**config.mk**
```make
export PLATFORM = sky130hd
export DESIGN_NAME = keypad_top
export DESIGN_NICKNAME = d
export VERILOG_FILES = /design/src/keypad_pkg.sv /design/src/coord_if.sv /design/src/keypad_scan_ctrl.sv /design/src/key_decode.sv /design/src/key_queue.sv /design/src/keypad_top.sv
export SDC_FILE = /design/constraint.sdc
export NUM_CORES = 1
export LEC_CHECK = 0
export BUFFER_PORTS_ARGS = -buffer_cell sky130_fd_sc_hd__buf_2
export CAP_MARGIN = 0
export CORE_ASPECT_RATIO = 0.5
export CORE_MARGIN = 2
export CORE_UTILIZATION = 54
export CTS_CLUSTER_SIZE = 20
export DETAILED_ROUTE_END_ITERATION = 10
export PLACE_DENSITY_LB_ADDON = 0.05
export SLEW_MARGIN = 25
export SYNTH_ARGS = -nofsm -noshare
export SYNTH_HDL_FRONTEND = slang
export SYNTH_SLANG_ARGS = --single-unit
```
**constraint.sdc**
```tcl
create_clock -name clk -period 2.9 [get_ports clk]
set_clock_uncertainty 0.05 [all_clocks]
set_input_delay 0.145 -clock clk [delete_from_list [all_inputs] [get_ports clk]]
set_output_delay 0.145 -clock clk [all_outputs]
set_load 0.02 [all_outputs]
```
**src/keypad_pkg.sv**
```systemverilog
package keypad_pkg;

    localparam int KEY_ROWS = 4;
    localparam int KEY_COLS = 4;
    localparam int KEY_CODE_W = 4;

    localparam int DEBOUNCE_CYCLES = 16;    // Scaled down for simulation.

    localparam int QUEUE_DEPTH = 4;
    localparam int KEY_CREDITS = 2;         // Granted by the consumer at reset.

    localparam int COL_IDX_W = $clog2(KEY_COLS);
    localparam int DEB_CNT_W = $clog2(DEBOUNCE_CYCLES);
    localparam int QPTR_W = $clog2(QUEUE_DEPTH);
    localparam int QCNT_W = $clog2(QUEUE_DEPTH + 1);
    localparam int CREDIT_W = $clog2(KEY_CREDITS + 1);

    // Row index times KEY_COLS plus column index.
    typedef logic [KEY_CODE_W-1:0] key_code_t;

    typedef enum logic [2:0] {
        ST_IDLE,
        ST_SCAN1,
        ST_DEBOUNCE,
        ST_SCAN2,
        ST_JUDGE,
        ST_RELEASE
    } scan_state_t;

endpackage

```
**src/coord_if.sv**
```systemverilog
`timescale 1ns/10ps

interface coord_if
    import keypad_pkg::*;
();

    logic                capture;   // One cycle per column hit.
    logic                second;    // Hit belongs to the second scan.
    logic [KEY_ROWS-1:0] row_bits;
    logic [KEY_COLS-1:0] col_bits;
    logic                accepted;  // Both scans agree on a legal key.

    modport ctrl (
        output capture,
        output second,
        output row_bits,
        output col_bits,
        input  accepted
    );

    modport decode (
        input  capture,
        input  second,
        input  row_bits,
        input  col_bits,
        output accepted
    );

endinterface

```
**src/keypad_scan_ctrl.sv**
```systemverilog
`timescale 1ns/10ps

module keypad_scan_ctrl
    import keypad_pkg::*;
(
    input  logic                clk,
    input  logic                rst_n,
    input  logic [KEY_ROWS-1:0] row_in,
    output logic [KEY_COLS-1:0] col_out,
    coord_if.ctrl               cif
);

    scan_state_t          state;
    logic [COL_IDX_W-1:0] col_idx;
    logic                 sample;     // Low on the settle cycle, high on the sample cycle.
    logic [DEB_CNT_W-1:0] deb_cnt;
    logic                 rows_idle;
    logic                 scanning;
    logic                 hit;
    logic                 last_col;
    logic                 deb_done;

    assign rows_idle = &row_in;
    assign scanning  = (state == ST_SCAN1) || (state == ST_SCAN2);
    assign hit       = scanning && sample && !rows_idle;
    assign last_col  = (col_idx == COL_IDX_W'(KEY_COLS - 1));
    assign deb_done  = (deb_cnt == DEB_CNT_W'(DEBOUNCE_CYCLES - 1));

    // A single column is pulled low while scanning, all of them otherwise.
    always_comb begin
        col_out = '0;
        if (scanning) begin
            col_out          = '1;
            col_out[col_idx] = 1'b0;
        end
    end

    assign cif.capture  = hit;
    assign cif.second   = (state == ST_SCAN2);
    assign cif.row_bits = row_in;
    assign cif.col_bits = col_out;

    always_ff @(posedge clk) begin
        if (!rst_n) begin
            state   <= ST_IDLE;
            col_idx <= '0;
            sample  <= 1'b0;
            deb_cnt <= '0;
        end else begin
            unique case (state)
                ST_IDLE: begin
                    col_idx <= '0;
                    sample  <= 1'b0;
                    deb_cnt <= '0;
                    if (!rows_idle) begin
                        state <= ST_SCAN1;
                    end
                end

                ST_SCAN1, ST_SCAN2: begin
                    if (!sample) begin
                        sample <= 1'b1;              // Rows settle on this cycle.
                    end else if (hit) begin
                        sample  <= 1'b0;
                        col_idx <= '0;
                        deb_cnt <= '0;
                        state   <= (state == ST_SCAN1) ? ST_DEBOUNCE : ST_JUDGE;
                    end else if (last_col) begin
                        sample <= 1'b0;
                        state  <= ST_IDLE;          // Key gone before it was found.
                    end else begin
                        col_idx <= col_idx + 1'b1;
                        sample  <= 1'b0;
                    end
                end

                ST_DEBOUNCE: begin
                    if (deb_done) begin
                        deb_cnt <= '0;
                        col_idx <= '0;
                        sample  <= 1'b0;
                        state   <= rows_idle ? ST_IDLE : ST_SCAN2;
                    end else begin
                        deb_cnt <= deb_cnt + 1'b1;
                    end
                end

                // Decoder answers on this cycle; a rejected press also waits for release.
                ST_JUDGE: begin
                    deb_cnt <= '0;
                    state   <= ST_RELEASE;
                end

                ST_RELEASE: begin
                    if (!rows_idle) begin
                        deb_cnt <= '0;               // Any bounce restarts the count.
                    end else if (deb_done) begin
                        deb_cnt <= '0;
                        state   <= ST_IDLE;
                    end else begin
                        deb_cnt <= deb_cnt + 1'b1;
                    end
                end

                default: begin
                    state <= ST_IDLE;
                end
            endcase
        end
    end

endmodule

```
**src/key_decode.sv**
```systemverilog
`timescale 1ns/10ps

module key_decode
    import keypad_pkg::*;
(
    input  logic      clk,
    input  logic      rst_n,
    coord_if.decode   cif,
    output logic      push,
    output key_code_t push_code
);

    logic [KEY_ROWS-1:0] first_row;
    logic [KEY_COLS-1:0] first_col;
    logic                same_coord;
    logic                legal;
    key_code_t           code_q;

    // Position of the single low row and column.
    function automatic key_code_t encode_key(
        input logic [KEY_ROWS-1:0] rows,
        input logic [KEY_COLS-1:0] cols
    );
        key_code_t code;
        code = '0;
        for (int r = 0; r < KEY_ROWS; r++) begin
            for (int c = 0; c < KEY_COLS; c++) begin
                if (!rows[r] && !cols[c]) begin
                    code = key_code_t'(r * KEY_COLS + c);
                end
            end
        end
        return code;
    endfunction

    assign same_coord = (cif.row_bits == first_row) && (cif.col_bits == first_col);
    assign legal      = $onehot(~cif.row_bits) && $onehot(~cif.col_bits);

    always_ff @(posedge clk) begin
        if (cif.capture && !cif.second) begin
            first_row <= cif.row_bits;
            first_col <= cif.col_bits;
        end
        if (cif.capture && cif.second) begin
            code_q <= encode_key(cif.row_bits, cif.col_bits);
        end
    end

    always_ff @(posedge clk) begin
        if (!rst_n) begin
            cif.accepted <= 1'b0;
        end else begin
            cif.accepted <= cif.capture && cif.second && same_coord && legal;
        end
    end

    assign push      = cif.accepted;
    assign push_code = code_q;

endmodule

```
**src/key_queue.sv**
```systemverilog
`timescale 1ns/10ps

module key_queue
    import keypad_pkg::*;
(
    input  logic      clk,
    input  logic      rst_n,
    input  logic      push,
    input  key_code_t push_code,
    output logic      key_valid,
    output key_code_t key_code,
    input  logic      credit_return,
    output logic      overrun
);

    key_code_t           mem [QUEUE_DEPTH];
    logic [QPTR_W-1:0]   wr_ptr;
    logic [QPTR_W-1:0]   rd_ptr;
    logic [QCNT_W-1:0]   count;
    logic [CREDIT_W-1:0] credits;
    logic                full;
    logic                do_push;
    logic                pop;

    assign full      = (count == QCNT_W'(QUEUE_DEPTH));
    assign do_push   = push && !full;       // Full is judged before any pop this cycle.
    assign key_valid = (count != '0) && (credits != '0);
    assign pop       = key_valid;
    assign key_code  = mem[rd_ptr];

    always_ff @(posedge clk) begin
        if (do_push) begin
            mem[wr_ptr] <= push_code;
        end
    end

    always_ff @(posedge clk) begin
        if (!rst_n) begin
            wr_ptr  <= '0;
            rd_ptr  <= '0;
            count   <= '0;
            credits <= CREDIT_W'(KEY_CREDITS);
            overrun <= 1'b0;
        end else begin
            overrun <= push && full;

            if (do_push) begin
                wr_ptr <= (wr_ptr == QPTR_W'(QUEUE_DEPTH - 1)) ? '0 : wr_ptr + 1'b1;
            end
            if (pop) begin
                rd_ptr <= (rd_ptr == QPTR_W'(QUEUE_DEPTH - 1)) ? '0 : rd_ptr + 1'b1;
            end

            unique case ({do_push, pop})
                2'b10:   count <= count + 1'b1;
                2'b01:   count <= count - 1'b1;
                default: count <= count;
            endcase

            // Return and spend may land on the same cycle.
            unique case ({credit_return, pop})
                2'b10:   credits <= credits + 1'b1;
                2'b01:   credits <= credits - 1'b1;
                default: credits <= credits;
            endcase
        end
    end

endmodule

```
**src/keypad_top.sv**
```systemverilog
`timescale 1ns/10ps

module keypad_top
    import keypad_pkg::*;
(
    input  logic                clk,
    input  logic                rst_n,
    input  logic [KEY_ROWS-1:0] row_in,
    output logic [KEY_COLS-1:0] col_out,
    output logic                key_valid,
    output key_code_t           key_code,
    input  logic                credit_return,
    output logic                overrun
);

    coord_if   cif ();
    logic      push;
    key_code_t push_code;

    keypad_scan_ctrl scan_ctrl_i (
        .clk     (clk),
        .rst_n   (rst_n),
        .row_in  (row_in),
        .col_out (col_out),
        .cif     (cif.ctrl)
    );

    key_decode decode_i (
        .clk       (clk),
        .rst_n     (rst_n),
        .cif       (cif.decode),
        .push      (push),
        .push_code (push_code)
    );

    key_queue queue_i (
        .clk           (clk),
        .rst_n         (rst_n),
        .push          (push),
        .push_code     (push_code),
        .key_valid     (key_valid),
        .key_code      (key_code),
        .credit_return (credit_return),
        .overrun       (overrun)
    );

endmodule

```
## After elaboration in Yosys (flattened, before gate mapping)

Memories as Yosys holds them, arrays and structs flattened. A register that Yosys moved wholly into a read port is not among the register bits.
Cells that the tools add are included.

- Bits in registers: 33
- Bits in latches: 0
- RAM bits: 16
- Bits in read-only memories: 0
- Memories kept: 1

- $add $sub $neg: 14
- Multiply operators: 0
- Divide/modulo/power cells: 0
- Magnitude comparators: 2
- Eq/ne operators: 26
- Shift operators: 0
- Muxes and demuxes: 48
- Bitwise operators: 3
- Reductions and logical operators: 56

Memory list:

| name | words | width | rd ports | clocked after Yosys merged registers in | write ports | RTL line | RTL |
|---|---|---|---|---|---|---|---|
| queue_i.mem | 4 | 4 | 1 | 1 | 1 | key_queue.sv:16 | `key_code_t mem [QUEUE_DEPTH];` |

Operators with widths:

| operator | count |
|---|---|
| 3-bit 2-to-1 mux | 16 |
| 1-bit logical AND | 27 |
| 2-bit 2-to-1 mux | 13 |
| 4-bit 2-to-1 mux | 5 |
| 4-bit case mux with 4 select lines | 1 |
| 3-bit case mux with 5 select lines | 1 |
| 4-bit inverter | 3 |
| 1-bit zero test | 11 |
| 2-bit == test, second input constant | 5 |
| 2-bit by 1-bit inequality test with 1-bit output, second input constant | 5 |
| 3-bit by 1-bit == test with 1-bit output, second input constant | 3 |
| 3-bit == test, second input constant | 3 |
| 1-bit by 1-bit adder with 2-bit output | 4 |
| 2-bit by 1-bit adder with 2-bit output, second input constant | 4 |
| 4-bit == test | 2 |
| 4-bit AND reduction | 2 |
| 8-bit OR reduction | 1 |
| 1-bit 2-to-1 mux | 7 |
| 3-bit adder | 2 |
| 3-bit by 2-bit == test with 1-bit output, second input constant | 2 |
| 2-bit case mux with 3 select lines | 1 |
| 3-bit case mux with 2 select lines | 1 |
| 6-bit AND reduction | 1 |
| 2-bit nonzero test | 3 |
| other kinds (22) | 26 |

## Logic depth before layout (Yosys ltp)

- Word-level depth: 22
- Depth in mapped cells: 11
- Gate-level depth less buffers: 10

## Modules after synthesis

Synthesis repeated with hierarchy kept, for this count alone.

- Cell total of the unflattened synthesis: 230
- Area total of the unflattened synthesis: 2640.0 um^2

Modules (own cells, without submodules):

| module | times used | cells each | area an instance (um^2) | seq. area each (um^2) |
|---|---|---|---|---|
| key_queue | 1 | 83 | 1187.4 | 720.7 |
| keypad_scan_ctrl | 1 | 96 | 767.0 | 200.2 |
| key_decode | 1 | 51 | 685.7 | 380.4 |

## Least setup slack after synthesis

OpenSTA, ideal clock, no wires.

- Kind: reg-to-reg
- Start: register scan_ctrl_i.col_idx[0]
- End: register decode_i.cif.accepted
- Library setup time: 0.088 ns
- Arrival time: 2.595 ns
- Data required time: 2.762 ns
- Path slack: 0.167 ns
- Cell stages (with the launch flop): 11
- Period minus slack after synthesis: 2.733 ns
- Path through: dfxtp_1 > inv_1 > ha_1 > or3b_4 > ha_1 > ha_1 > fa_1 > nor4bb_1 > and3_1 > nand4_1 > a311oi_2

- Longest elaborated chain between the ends: 12
- Elaborated cells on any way between the ends: 17

RTL lines:

| what | RTL line | RTL |
|---|---|---|
| from (decl) | keypad_scan_ctrl.sv:14 | `logic [COL_IDX_W-1:0] col_idx;` |
| from (signal assigned) | keypad_scan_ctrl.sv:72 | `col_idx <= col_idx + 1'b1;` |
| 2-bit by 3-bit < comparator with 1-bit output (not written as such) / 2-bit by 1-bit >= comparator with 1-bit output (equally long branches) | keypad_scan_ctrl.sv:34 | `col_out[col_idx] = 1'b0;` |
| 1-bit logical AND (not written as such) | keypad_scan_ctrl.sv:34 |  |
| 1-bit 2-to-1 mux (not written as such) | keypad_scan_ctrl.sv:34 |  |
| 1-bit demux with 2-bit select * | n/a |  |
| 4-bit inverter (no line) * | n/a |  |
| 4-bit 2-to-1 mux * | keypad_scan_ctrl.sv:32 | `if (scanning) begin` |
| 4-bit inverter | key_decode.sv:37 | `assign legal = $onehot(~cif.row_bits) && $onehot(~cif.col_bits);` |
| 1-bit by 1-bit adder with 2-bit output (not written as such) | key_decode.sv:37 |  |
| 3-bit adder (not written as such) | key_decode.sv:37 |  |
| 3-bit by 1-bit == test with 1-bit output | key_decode.sv:37 |  |
| 1-bit logical AND | key_decode.sv:37 |  |
| 1-bit logical AND * | key_decode.sv:53 | `cif.accepted <= cif.capture && cif.second && same_coord && legal;` |
| to (signal assigned) | key_decode.sv:53 |  |
| to (decl) | coord_if.sv:26 | `output accepted` |

Every way passes the cells marked *; elsewhere a longest branch is shown, timed or not.
A chain may end at the register's enable or synchronous reset.

## Worst setup path in the final report

Same ends and word-level chain as after synthesis.

==> reports/results.tsv <==
stage	metric	value	unit
hold_path	hp-class	input pin to flip-flop	
power	ir_worst_vdd	252	µV
critical_path	worstPathCellList	inv_1 -> ha_2 -> or3b_4 -> ha_1 -> ha_1 -> fa_1 -> nor4bb_1 -> and3_1 -> nand4_1 -> a311oi_2	
route	drt_iter0_markers	50	
clock_tree	cts_num_sinks	51	
power	power_frac_seq	46.2	%
final_layout	multi_input_area	1200	µm²
final_layout	finalNetCount	281	
timing	setup_violations	0	
power	p_clk_share	25.6	%
job	max_cap_violations	0	
timing	finalMaxSlewViolations	0	
yosys	synth_area_per_cell	11.6	µm²
power	swShare	30.5	%
timing	min_period	2720	ps
critical_path	worstReg2RegStart	scan_ctrl_i.col_idx[0]	
global_routing	grt_first_pass_wirelength	7950	µm
clock_tree	max-clock-path-buffers	2	
clock_tree	root_buffer	clkbuf_8	
timing	hold_viol_final	0	
route	routed_via_density	5.47	
power	p_int	1.32	mW
critical_path	r2r_slack	180	ps
die	design.core.area	4510	µm²
route	drc	0	
power	leakage	1.13	nW
clock_tree	htreeDepth	2	
critical_path	critical-path-top-delay-family	adder cells	
critical_path	crit_arrival	2880	ps
critical_path	cp_max_fo	3	
timing	fin_crit_sh	93.7	%
route	vias	1740	
yosys	synthCells	224	
final_layout	fill_cells	386	
yosys	yosysUniqueCellTypes	51	
route	drt_pass1_iterations	4	
yosys	synth-edff-count	28	
die	dieArea	5430	µm²
power	p_sw	0.579	mW
route	wl_per_cell	15.0	µm
global_routing	grt_pass1_vias	1694	
critical_path	crit_path_end_kind	flip-flop	
hold_path	holdPathStages	1	
yosys	yosysSeqAreaShare	50.0	%
critical_path	r2r_cells	10	
critical_path	slowest_delay	370	ps
final_layout	syn_to_final_growth	11.9	%
final_layout	drive_above_1_share	19.4	%
die	die_x	102	µm
die	rows	17	
critical_path	reg2reg_to	decode_i.cif.accepted	
placement	io_buffers	16	
route	routed_wl	4770	µm
clock_tree	numCtsBuffers	5	
global_routing	grt_usage	19.8	%
clock_tree	cts_tree	yes	
die	pin_count	17	
critical_path	cpMostUsedCell	ha_1	
power	finalPower	1.90	mW
yosys	ys_ff_latch	51	
final_layout	postLayoutCoreUtil	64.6	%
placement	dpl.hpwl	3570	µm
status	run_status	finished clean	
placement	placed_cells	307	
critical_path	cp_num_buf_inv	1	
hold_path	hold_start	row_in[1]	
die	die_h	53.1	µm
yosys	synth.area.top_cells	edfxtp_1 (32%), dfxtp_1 (18%), ha_1 (9.6%)	
yosys	yosysWarnings	0	
route	ant_nets	0	
yosys	synth-main-ff-cell	edfxtp_1	
placement	routabilityCongestion	0.791	
yosys	synthDominantCellAreaShare	32.3	%
clock_tree	insertion_delay	290	ps
critical_path	cp_slowest_cell	or3b_4	
timing	fmax	368	MHz
yosys	syn_area	2600	µm²
yosys	async_reset_ff_share	0	%
power	combPwrFrac	28.2	%
yosys	synth_area_leader_cell	edfxtp_1	
timing	holdWs	33.9	ps
timing	relSlewSlack	58.6	%
hold_path	min_to	decode_i.first_row[1]	
final_layout	ff_latch_area	1300	µm²
power	p_per_area	651	nW/µm²
final_layout	antenna_cells	0	
global_routing	grt_max_degree	24	
timing	worstMarginPinSlew	615	ps
critical_path	worstSetupStartpointType	flip-flop	
global_routing	antenna_found_initial	0	
clock_tree	clk_pin_slew	90	ps
critical_path	critPathKind	flip-flop to flip-flop	
final_layout	stdcell_count	318	
yosys	syn_nets	254	
critical_path	crit_required	3060	ps
global_routing	overflow	0	
die	start_util	57.7	%
[cell usage in the layout (no fill, tap or decap), types with 2 or more instances in the layout]
master / count
buf_2: 16
buf_4: 8
a22oi_1: 2
a21oi_1: 6
nor4_1: 2
nand4b_1: 3
xor2_1: 6
nor4bb_1: 2
clkbuf_8: 5
and3_1: 3
a31oi_1: 2
nor2b_1: 7
mux2i_1: 4
mux4_2: 4
or3_1: 2
fa_1: 3
edfxtp_1: 28
nand3b_1: 2
nor2_1: 14
and2_1: 7
nand3_1: 9
xnor2_1: 3
ha_1: 19
o21ai_0: 5
inv_2: 2
inv_1: 18
a21boi_2: 2
o31ai_1: 2
o32a_1: 2
nand2_1: 13
dfxtp_1: 22
nand2b_1: 3
nand4_1: 3
[layer usage]
| layer | part of all wire, % | global-route usage, % | up-vias |
|---|---|---|---|
| li1 | - | - | 860 |
| met1 | 47 | 24.6 | 848 |
| met2 | 49 | 34.9 | 30 |
| met3 | 3.7 | 5.02 | 2 |
| met4 | 0.36 | 5.11 | 0 |
| met5 | 0 | 0 | - |
[layout make-up]
type / instances / area share [%]
clock buffers: 6 / 2.49
repair buffers: 24 / 4.81
flip-flops and latches: 51 / 44.7
clock inverters: 2 / 1.25
multi-input cells: 149 / 41.3
inverters: 20 / 2.58
well taps: 66 / 2.84
[power groups by stage]
stage	Clock [mW]	Combinational, mW	Sequential (mW)
after floorplan	0	0.414	0.876
after global placement	0	0.508	0.890
after detailed placement	0	0.529	0.892
after CTS	0.503	0.533	0.875
after global routing	0.523	0.604	0.884
final	0.485	0.535	0.876
[flip-flops by register name, indices dropped and copies added (netlist names), named ones only]
signal,cells
scan_ctrl_i.state,3
decode_i.first_row,4
scan_ctrl_i.deb_cnt,4
queue_i.mem,16
queue_i.credits,2
queue_i.rd_ptr,2
queue_i.count,3
decode_i.push_code,4
scan_ctrl_i.col_idx,2
decode_i.first_col,4
queue_i.wr_ptr,2
decode_i.cif.accepted,1
queue_i.overrun,1
scan_ctrl_i.sample,1
[metrics by stage]
| stage | setup TNS (ps) | cell area, µm² | worst slack [ps] |
|---|---|---|---|
| floorplan | 0 | 2600 | 167 |
| finish | 0 | 2910 | 183 |
| detailed placement | 0 | 2780 | 37.9 |
| CTS | 0 | 2890 | 10.5 |
| global placement | 0 | 2780 | 104 |
| global route | -11.0 | 2910 | -11.0 |
[Yosys cell counts, types with 2 or more instances]
| master | number |
|---|---|
| a31oi_1 | 2 |
| nor4bb_1 | 2 |
| nor2b_1 | 7 |
| xor2_1 | 6 |
| nand4_1 | 3 |
| o31ai_1 | 2 |
| fa_1 | 3 |
| edfxtp_1 | 28 |
| mux4_2 | 4 |
| nand2b_1 | 3 |
| nor2_1 | 14 |
| inv_2 | 2 |
| nand2_1 | 13 |
| or3_1 | 2 |
| nor4_1 | 2 |
| and2_1 | 7 |
| dfxtp_1 | 23 |
| o32a_1 | 2 |
| mux2i_1 | 4 |
| clkbuf_1 | 2 |
| o21ai_0 | 5 |
| a21oi_1 | 6 |
| ha_1 | 20 |
| nand4b_1 | 3 |
| inv_1 | 18 |
| nand3b_1 | 2 |
| a22oi_1 | 2 |
| nand3_1 | 9 |
| a21boi_2 | 2 |
| and3_1 | 3 |
| xnor2_1 | 3 |
[worst max-delay path by stage]
| stage | start | to | slack (ps) | depth (start not counted) |
|---|---|---|---|---|
| 3_3_place_gp | scan_ctrl_i.col_idx[0] | decode_i.cif.accepted | 100 | 10 |
| 6_report | scan_ctrl_i.col_idx[0] | decode_i.cif.accepted | 180 | 10 |
| 5_1_grt | scan_ctrl_i.col_idx[0] | decode_i.cif.accepted | -10 | 10 |
| 2_1_floorplan | scan_ctrl_i.col_idx[0] | decode_i.cif.accepted | 170 | 10 |
| 4_1_cts | scan_ctrl_i.col_idx[0] | decode_i.cif.accepted | 10 | 10 |
| 3_5_place_dp | scan_ctrl_i.col_idx[0] | decode_i.cif.accepted | 40 | 10 |
[kinds of logic (layout without fill, tap and decap cells)]
| group | after synthesis | count (layout) | synth area share, % |
|---|---|---|---|
| and+or+nand+nor | 76 | 76 | 16.4 |
| DFF | 51 | 51 | 50.0 |
| buffers and inverters | 24 | 52 | 3.89 |
| AOI/OAI and AO/OA | 33 | 33 | 9.80 |
| adders and majority gates | 23 | 23 | 11.9 |
| muxes | 8 | 8 | 5.00 |
| xor gates and xnor gates | 9 | 9 | 3.03 |
[timing repair]
item,CTS,global route
buffers inserted,0,3
hold buffers,0,0
gates resized for setup,0,2
setup endpoints to repair,0,1
No activity file was read; power rests on OpenSTA's default activity.
